[src/rtl/sysbus_pkg.sv]
// -------------------------------------------------------------------------
// System bus definitions
// Command word layout, register map and card identification constants
// shared by the stream bridge and its register blocks
// -------------------------------------------------------------------------

package sysbus_pkg;

    // ---------------------------------------------------------------------
    // Widths
    // ---------------------------------------------------------------------
    localparam int addr_w = 32;             // Register address
    localparam int reg_w  = 32;             // Register data
    localparam int id_w   = 9;              // Stream id

    // ---------------------------------------------------------------------
    // Command word fields
    // ---------------------------------------------------------------------
    // Address in the low word, write data above it, then the write flag.
    // A clear write flag means a read
    localparam int cmd_addr_lsb  = 0;
    localparam int cmd_wdata_lsb = 32;
    localparam int cmd_write_bit = 64;

    // ---------------------------------------------------------------------
    // Register map
    // ---------------------------------------------------------------------
    // Card information block
    localparam logic [addr_w-1:0] addr_magic     = 32'h0000_0000;
    localparam logic [addr_w-1:0] addr_version   = 32'h0000_0004;
    localparam logic [addr_w-1:0] addr_bus_width = 32'h0000_0008;

    // Test counter block
    localparam logic [addr_w-1:0] addr_scratch   = 32'h0000_0100;
    localparam logic [addr_w-1:0] addr_counter   = 32'h0000_0104;

    // ---------------------------------------------------------------------
    // Card identification
    // ---------------------------------------------------------------------
    localparam logic [reg_w-1:0] card_magic   = 32'h5ca1_ab1e;  // Host probes this first
    localparam logic [reg_w-1:0] card_version = 32'h0005_0200;  // Major 5, minor 2

endpackage

[src/rtl/card_info_regs.sv]
// -------------------------------------------------------------------------
// Card information registers
// Read-only identification words the host uses to find out what card
// and framework it is talking to
// -------------------------------------------------------------------------

`timescale 1ns/1ns

module card_info_regs (
    input  logic                            s_clk,
    input  logic                            s_rst,

    input  logic [sysbus_pkg::addr_w-1:0]   bus_addr,
    input  logic                            bus_rd,
    input  logic [7:0]                      user_pb_width,

    output logic [sysbus_pkg::reg_w-1:0]    rd_data
);

    logic [sysbus_pkg::reg_w-1:0] bus_width_word;

    // User bus width sits in the low byte
    assign bus_width_word = {{(sysbus_pkg::reg_w-8){1'b0}}, user_pb_width};

    // ---------------------------------------------------------------------
    // Registered read mux
    // ---------------------------------------------------------------------
    // Output drops back to zero on every cycle without a hit so the
    // top level can OR this block with the others
    always_ff @(posedge s_clk) begin
        if (s_rst) begin
            rd_data <= '0;
        end else if (bus_rd) begin
            case (bus_addr)
                sysbus_pkg::addr_magic:     rd_data <= sysbus_pkg::card_magic;
                sysbus_pkg::addr_version:   rd_data <= sysbus_pkg::card_version;
                sysbus_pkg::addr_bus_width: rd_data <= bus_width_word;
                default:                    rd_data <= '0;  // Not ours
            endcase
        end else begin
            rd_data <= '0;
        end
    end

endmodule

[src/rtl/cmd_decoder.sv]
// -------------------------------------------------------------------------
// Command decoder
// Picks register commands off the inbound stream by id and turns each
// one into a single-cycle read or write strobe on the register bus
// -------------------------------------------------------------------------

`timescale 1ns/1ns

module cmd_decoder #(
    parameter int data_w    = 128,
    parameter int stream_id = 126
) (
    input  logic                            s_clk,
    input  logic                            s_rst,

    input  logic                            s_in_valid,
    input  logic [sysbus_pkg::id_w-1:0]     s_in_id,
    input  logic [data_w-1:0]               s_in_data,

    output logic [sysbus_pkg::addr_w-1:0]   bus_addr,
    output logic [sysbus_pkg::reg_w-1:0]    bus_wdata,
    output logic                            bus_wr,
    output logic                            bus_rd,
    output logic                            rd_pending
);

    localparam logic [sysbus_pkg::id_w-1:0] own_id = stream_id[sysbus_pkg::id_w-1:0];

    logic cmd_hit;
    logic cmd_is_write;

    assign cmd_hit      = s_in_valid && (s_in_id == own_id);   // Other streams pass by
    assign cmd_is_write = s_in_data[sysbus_pkg::cmd_write_bit];

    // Address and write data only move on an accepted command
    always_ff @(posedge s_clk) begin
        if (cmd_hit) begin
            bus_addr  <= s_in_data[sysbus_pkg::cmd_addr_lsb +: sysbus_pkg::addr_w];
            bus_wdata <= s_in_data[sysbus_pkg::cmd_wdata_lsb +: sysbus_pkg::reg_w];
        end
    end

    // Strobes last one cycle, rd_pending marks the read data cycle
    always_ff @(posedge s_clk) begin
        if (s_rst) begin
            bus_wr     <= 1'b0;
            bus_rd     <= 1'b0;
            rd_pending <= 1'b0;
        end else begin
            bus_wr     <= cmd_hit && cmd_is_write;
            bus_rd     <= cmd_hit && !cmd_is_write;
            rd_pending <= bus_rd;                       // Blocks answer one cycle later
        end
    end

endmodule

[src/rtl/resp_queue.sv]
// -------------------------------------------------------------------------
// Response queue
// Holds register read results until the host pulls them off the
// outbound stream, and reports the fill level on a poll of its id
// -------------------------------------------------------------------------

`timescale 1ns/1ns

module resp_queue #(
    parameter int data_w      = 128,
    parameter int stream_id   = 126,
    parameter int queue_depth = 8
) (
    input  logic                            s_clk,
    input  logic                            s_rst,

    input  logic                            rd_pending,
    input  logic [sysbus_pkg::reg_w-1:0]    bus_rdata,

    input  logic                            s_out_en,
    input  logic [sysbus_pkg::id_w-1:0]     s_out_id,
    output logic [data_w-1:0]               s_out_data,
    output logic                            s_out_ow_dvld,

    input  logic [sysbus_pkg::id_w-1:0]     s_poll_id,
    output logic [sysbus_pkg::reg_w-1:0]    s_poll_seq
);

    localparam int                          ptr_w      = $clog2(queue_depth);
    localparam logic [ptr_w:0]              full_count = queue_depth[ptr_w:0];
    localparam logic [sysbus_pkg::id_w-1:0] own_id     = stream_id[sysbus_pkg::id_w-1:0];

    logic [sysbus_pkg::reg_w-1:0] mem [queue_depth];

    logic [ptr_w-1:0]   wr_ptr;
    logic [ptr_w-1:0]   rd_ptr;
    logic [ptr_w:0]     count;                  // One bit wider to tell full from empty

    logic push;
    logic pop;

    // Result is dropped when full, host is expected to poll first
    assign push = rd_pending && (count != full_count);
    assign pop  = s_out_en && (s_out_id == own_id) && (count != '0);

    // ---------------------------------------------------------------------
    // Storage
    // ---------------------------------------------------------------------
    always_ff @(posedge s_clk) begin
        if (push)
            mem[wr_ptr] <= bus_rdata;
    end

    // ---------------------------------------------------------------------
    // Pointers and fill level
    // ---------------------------------------------------------------------
    always_ff @(posedge s_clk) begin
        if (s_rst) begin
            wr_ptr <= '0;
            rd_ptr <= '0;
            count  <= '0;
        end else begin
            if (push)
                wr_ptr <= wr_ptr + 1'b1;        // Power-of-two depth, wraps by itself
            if (pop)
                rd_ptr <= rd_ptr + 1'b1;

            case ({push, pop})
                2'b10:   count <= count + 1'b1;
                2'b01:   count <= count - 1'b1;
                default: count <= count;        // Both or neither
            endcase
        end
    end

    // ---------------------------------------------------------------------
    // Outbound stream and poll
    // ---------------------------------------------------------------------
    always_ff @(posedge s_clk) begin
        if (pop)
            s_out_data <= {{(data_w-sysbus_pkg::reg_w){1'b0}}, mem[rd_ptr]};
    end

    // Poll answer stays zero for other ids so streams can be OR-merged
    always_ff @(posedge s_clk) begin
        if (s_rst) begin
            s_out_ow_dvld <= 1'b0;
            s_poll_seq    <= '0;
        end else begin
            s_out_ow_dvld <= pop;
            if (s_poll_id == own_id)
                s_poll_seq <= {{(sysbus_pkg::reg_w-ptr_w-1){1'b0}}, count};
            else
                s_poll_seq <= '0;
        end
    end

endmodule

[src/rtl/sys_stream_bridge.sv]
// -------------------------------------------------------------------------
// System stream bridge
// Carries framework register traffic over the reserved system stream.
// Decode, register access and response queue form a three-stage path
// -------------------------------------------------------------------------

`timescale 1ns/1ns

module sys_stream_bridge #(
    parameter int data_w      = 128,        // Stream width, at least 96
    parameter int stream_id   = 126,        // Reserved system stream
    parameter int queue_depth = 8           // Power of two
) (
    input  logic                            s_clk,
    input  logic                            s_rst,

    // Inbound stream, no back-pressure
    input  logic                            s_in_valid,
    input  logic [sysbus_pkg::id_w-1:0]     s_in_id,
    input  logic [data_w-1:0]               s_in_data,

    // Outbound stream
    input  logic                            s_out_en,
    input  logic [sysbus_pkg::id_w-1:0]     s_out_id,
    output logic [data_w-1:0]               s_out_data,
    output logic                            s_out_ow_dvld,

    // Queue depth poll
    input  logic [sysbus_pkg::id_w-1:0]     s_poll_id,
    output logic [sysbus_pkg::reg_w-1:0]    s_poll_seq,

    input  logic [7:0]                      user_pb_width
);

    // ---------------------------------------------------------------------
    // Register bus
    // ---------------------------------------------------------------------
    logic [sysbus_pkg::addr_w-1:0]  bus_addr;
    logic [sysbus_pkg::reg_w-1:0]   bus_wdata;
    logic                           bus_wr;
    logic                           bus_rd;
    logic                           rd_pending;

    logic [sysbus_pkg::reg_w-1:0]   info_rd_data;
    logic [sysbus_pkg::reg_w-1:0]   counter_rd_data;
    logic [sysbus_pkg::reg_w-1:0]   bus_rdata;

    // Idle blocks drive zero, so OR acts as the read mux
    assign bus_rdata = info_rd_data | counter_rd_data;

    cmd_decoder #(
        .data_w     (data_w),
        .stream_id  (stream_id)
    ) cmd_decoder0 (
        .s_clk      (s_clk),
        .s_rst      (s_rst),
        .s_in_valid (s_in_valid),
        .s_in_id    (s_in_id),
        .s_in_data  (s_in_data),
        .bus_addr   (bus_addr),
        .bus_wdata  (bus_wdata),
        .bus_wr     (bus_wr),
        .bus_rd     (bus_rd),
        .rd_pending (rd_pending)
    );

    card_info_regs card_info0 (
        .s_clk          (s_clk),
        .s_rst          (s_rst),
        .bus_addr       (bus_addr),
        .bus_rd         (bus_rd),
        .user_pb_width  (user_pb_width),
        .rd_data        (info_rd_data)
    );

    test_counter_regs test_counter0 (
        .s_clk      (s_clk),
        .s_rst      (s_rst),
        .bus_addr   (bus_addr),
        .bus_wdata  (bus_wdata),
        .bus_wr     (bus_wr),
        .bus_rd     (bus_rd),
        .rd_data    (counter_rd_data)
    );

    resp_queue #(
        .data_w         (data_w),
        .stream_id      (stream_id),
        .queue_depth    (queue_depth)
    ) resp_queue0 (
        .s_clk          (s_clk),
        .s_rst          (s_rst),
        .rd_pending     (rd_pending),
        .bus_rdata      (bus_rdata),
        .s_out_en       (s_out_en),
        .s_out_id       (s_out_id),
        .s_out_data     (s_out_data),
        .s_out_ow_dvld  (s_out_ow_dvld),
        .s_poll_id      (s_poll_id),
        .s_poll_seq     (s_poll_seq)
    );

endmodule

[src/rtl/test_counter_regs.sv]
// -------------------------------------------------------------------------
// Test counter registers
// Scratch register for bus sanity checks and a counter that advances on
// every read, so the host can spot lost or repeated reads
// -------------------------------------------------------------------------

`timescale 1ns/1ns

module test_counter_regs (
    input  logic                            s_clk,
    input  logic                            s_rst,

    input  logic [sysbus_pkg::addr_w-1:0]   bus_addr,
    input  logic [sysbus_pkg::reg_w-1:0]    bus_wdata,
    input  logic                            bus_wr,
    input  logic                            bus_rd,

    output logic [sysbus_pkg::reg_w-1:0]    rd_data
);

    logic [sysbus_pkg::reg_w-1:0] scratch;
    logic [sysbus_pkg::reg_w-1:0] counter;

    logic hit_scratch;
    logic hit_counter;

    assign hit_scratch = (bus_addr == sysbus_pkg::addr_scratch);
    assign hit_counter = (bus_addr == sysbus_pkg::addr_counter);

    // ---------------------------------------------------------------------
    // Register state
    // ---------------------------------------------------------------------
    always_ff @(posedge s_clk) begin
        if (s_rst) begin
            scratch <= '0;
            counter <= '0;
        end else begin
            if (bus_wr && hit_scratch)
                scratch <= bus_wdata;

            // Host load, or post-increment after a read
            if (bus_wr && hit_counter)
                counter <= bus_wdata;
            else if (bus_rd && hit_counter)
                counter <= counter + 1'b1;      // Wraps at 32 bits
        end
    end

    // ---------------------------------------------------------------------
    // Read data
    // ---------------------------------------------------------------------
    // Counter read returns the value from before the increment
    always_ff @(posedge s_clk) begin
        if (s_rst) begin
            rd_data <= '0;
        end else if (bus_rd && hit_scratch) begin
            rd_data <= scratch;
        end else if (bus_rd && hit_counter) begin
            rd_data <= counter;
        end else begin
            rd_data <= '0;                      // Quiet for the OR at the top
        end
    end

endmodule

[config.mk]
export PLATFORM = sky130hd
export DESIGN_NAME = sys_stream_bridge
export DESIGN_NICKNAME = d
export VERILOG_FILES = /design/src/rtl/sysbus_pkg.sv /design/src/rtl/card_info_regs.sv /design/src/rtl/cmd_decoder.sv /design/src/rtl/resp_queue.sv /design/src/rtl/sys_stream_bridge.sv /design/src/rtl/test_counter_regs.sv
export SDC_FILE = /design/constraint.sdc
export NUM_CORES = 1
export LEC_CHECK = 0
export BUFFER_PORTS_ARGS = -buffer_cell sky130_fd_sc_hd__buf_2
export CAP_MARGIN = 20
export CORE_MARGIN = 2
export CORE_UTILIZATION = 56
export CTS_BUF_LIST = sky130_fd_sc_hd__clkbuf_16
export CTS_CLUSTER_DIAMETER = 150
export DETAILED_ROUTE_END_ITERATION = 12
export PLACE_DENSITY = 0.88
export SKIP_CTS_REPAIR_TIMING = 1
export SYNTH_ARGS = -nofsm -noshare
export SYNTH_HDL_FRONTEND = slang
export SYNTH_HIERARCHICAL = 1
export SYNTH_SLANG_ARGS = --single-unit
[constraint.sdc]
create_clock -name s_clk -period 7.6 [get_ports s_clk]
set_input_delay 0.38 -clock s_clk [delete_from_list [all_inputs] [get_ports s_clk]]
set_output_delay 0.38 -clock s_clk [all_outputs]
set_load 0.05 [all_outputs]
==> run summary <==
status: complete, no violations
crit end category: flip-flop
Max-slew headroom: 37.0%
Crit Path Class: flip-flop to flip-flop
Sink Count: 477
vias in the first global route: 10818
nets: 1613
area occupied by multi-input gates: 5530 um2
count leader, synth: edfxtp_1
wire per inst: 20.8 um
r2r setup slk: 4.73 ns
unrepaired setup endpoints after global routing: no
fmax: 349 MHz
Final HPWL DP: 23400 um
count of max-cap constraint violations: 0
Util after Layout: 63.5%
first-pass GRT wire length: 61200 um
hold_sp: s_in_data[52]
core area: 34500 um2
post-route setup TNS: 0 ns
total wire length: 40300 um
Synth cell types: 77
Clock Root Buffer: clkbuf_16
Die Ht: 191 um
CTS Buffer Depth: 3
Placed Cells: 1827
period utilization: 37.7%
Register-to-Register Path Depth: 9
CTS tree: done
antenna violations before repair: 0
Post-DRT Antenna Nets: 0
Vias/cell: 5.67
top cell type's share of synthesized area: 54.0%
clk_skew: 0.0212 ns
GRT Overall Usage: 22.0%
Most used DFF post-synth: edfxtp_1
initial core utilization: 56.8%
Critical Path RT: 8.08 ns
WHS Endpoint: cmd_decoder0/bus_wdata[20]
largest net degree at the start of global routing: 67
Post-Synthesis Cell Area: 19600 um2
Die X: 191 um
Synth Register Bits: 477
Area growth, synth to finish: 11.9%
Hold Path Depth: 1
synthesized area per cell: 15.3 um2
most used routing layer: met2
Post-synth ARST share: 0%
Area contributors post-synth: edfxtp_1 (54%), dfxtp_1 (13%), mux4_2 (6.7%)
# setup viols final: 0
CP Max Fanout: 38
IO buf count: 140
gr ovfl total: 0
TritonRoute pass-1 iters: 5
cts bufs inserted: 47
Slew Limit Fails: 0
die area: 36400 um2
number of synthesized flops with an enable pin: 352
GR Util met3: 2.71%
Critical R2R Launch: resp_queue0/count[0]
crit path launch type: flip-flop
met1 usage: 28.7%
Hold Path Class: primary input to flip-flop
fraction of layout cells with a size suffix above 1: 25.7%
gpl congestion: 0.888
Peak VDD IR: 0.000170 V
std cell rows: 68
PwrDens: 245 nW/um2
worst-skew pair later-pin latency: 0.55 ns
Seq/Total Area, Yosys: 66.8%
Vias: 10943
Cells after Synth: 1280
Post-Layout Cell Count: 1931
Final Hold Viols: 0
top cells by count, synth: edfxtp_1 (352), buf_4 (154), dfxtp_1 (125)
# DRC: 0
Fillers: 2397
worst-margin pin slew: 0.945 ns
Synth area leader: edfxtp_1
WP data arrival: 3.35 ns
Iter 0 DRT Violations: 1051
yosys warns: 6
Leak: 7.33 nW
met2 Use GR: 38.1%
minimum clock period after layout: 2.87 ns
RR Endpoint: resp_queue0/count[3]
H-tree levels: 2
# diodes: 0
IO Count: 328
CTS clk-pin slew, worst paths: 0.06 ns
register area: 13100 um2
cell usage in the layout, fill, tap and decap left out, types with 9 or more instances in the layout:
cell type,count
edfxtp_1,352
buf_2,140
conb_1,135
dfxtp_1,123
nand2_1,106
mux4_2,58
a21oi_1,53
clkbuf_16,50
nor2_1,41
or2_1,32
mux2_2,32
a22o_1,30
o21ai_0,26
nor4_1,18
nand3_1,18
inv_1,17
buf_4,17
dlygate4sd3_1,16
clkinv_2,11
and3_1,10
o311ai_1,9
per-layer routing:
metal,wire (um),vias to the layer above
met5,0,-
met4,1140,0
met3,2470,102
met2,20800,516
met1,15900,5440
li1,-,4885
cell families after synthesis:
group / synth area share, %
flip-flops: 66.8
AND/OR/NAND/NOR: 9.69
buffers and inverters: 7.57
AO/OA/AOI/OAI: 5.25
multiplexers: 9.69
XOR/XNOR: 0.448
adder cells (fa/ha/maj): 0.486
other: 0.0384
area by class of cell:
class                   instances  area share [%]
repair buffers                175            4.77
flip-flops and latches        477            59.8
clock buffers                  50            5.72
inverters                      11           0.189
clock inverters                36            1.65
well taps                     455            2.60
multi-input cells             727            25.3
worst max-delay path, cell delays in order (launching register included):
cell and delay [ns]:
dfxtp_1 0.36, nor4_1 0.52, nor4_4 0.05, buf_4 0.31, ha_1 0.30, ha_1 0.33
a21oi_1 0.19, a21oi_1 0.11, or4_1 0.47, a21oi_1 0.15
per-stage QoR:
step / power [mW] / area (um2) / setup WS [ns] / hold slack, ns
floorplan: 3.03 / 20100 / 2.06 / 0.436
global placement: 3.01 / 20100 / 4.62 / 0.441
detailed placement: 3.01 / 20100 / 4.54 / 0.446
CTS: 5.38 / 21700 / 4.58 / -0.0109
global route: 5.49 / 21900 / 4.47 / 0.000226
finish: 5.36 / 21900 / 4.73 / 0.00173
registers in the layout, indices dropped and copies added, names as in the netlist, 3 cells and up:
signal / flops
resp_queue0/count: 4
cmd_decoder0/bus_wdata: 32
cmd_decoder0/bus_addr: 32
test_counter0/counter: 32
resp_queue0/rd_ptr: 3
test_counter0/scratch: 32
resp_queue0/mem: 256
resp_queue0/s_out_data: 32
resp_queue0/wr_ptr: 3
card_info0/rd_data: 11
test_counter0/rd_data: 32
resp_queue0/s_poll_seq: 4
how the worst max path moves through the flow:
stage / from / end
2_1_floorplan: s_in_id[0] / cmd_decoder0/bus_addr[0]
3_3_place_gp: s_out_id[7] / resp_queue0/count[3]
3_5_place_dp: s_out_id[7] / resp_queue0/count[3]
4_1_cts: cmd_decoder0/bus_addr[3] / test_counter0/rd_data[3]
5_1_grt: resp_queue0/count[0] / resp_queue0/count[3]
6_report: resp_queue0/count[0] / resp_queue0/count[3]
power by group:
group / internal (mW) / total (mW) / switching (mW)
clock network: 1.43 / 2.40 / 0.967
logic: 0.0289 / 0.190 / 0.161
registers: 2.77 / 2.77 / 0.000337
total: 4.23 / 5.36 / 1.13
No activity file was read; power rests on OpenSTA's default activity.
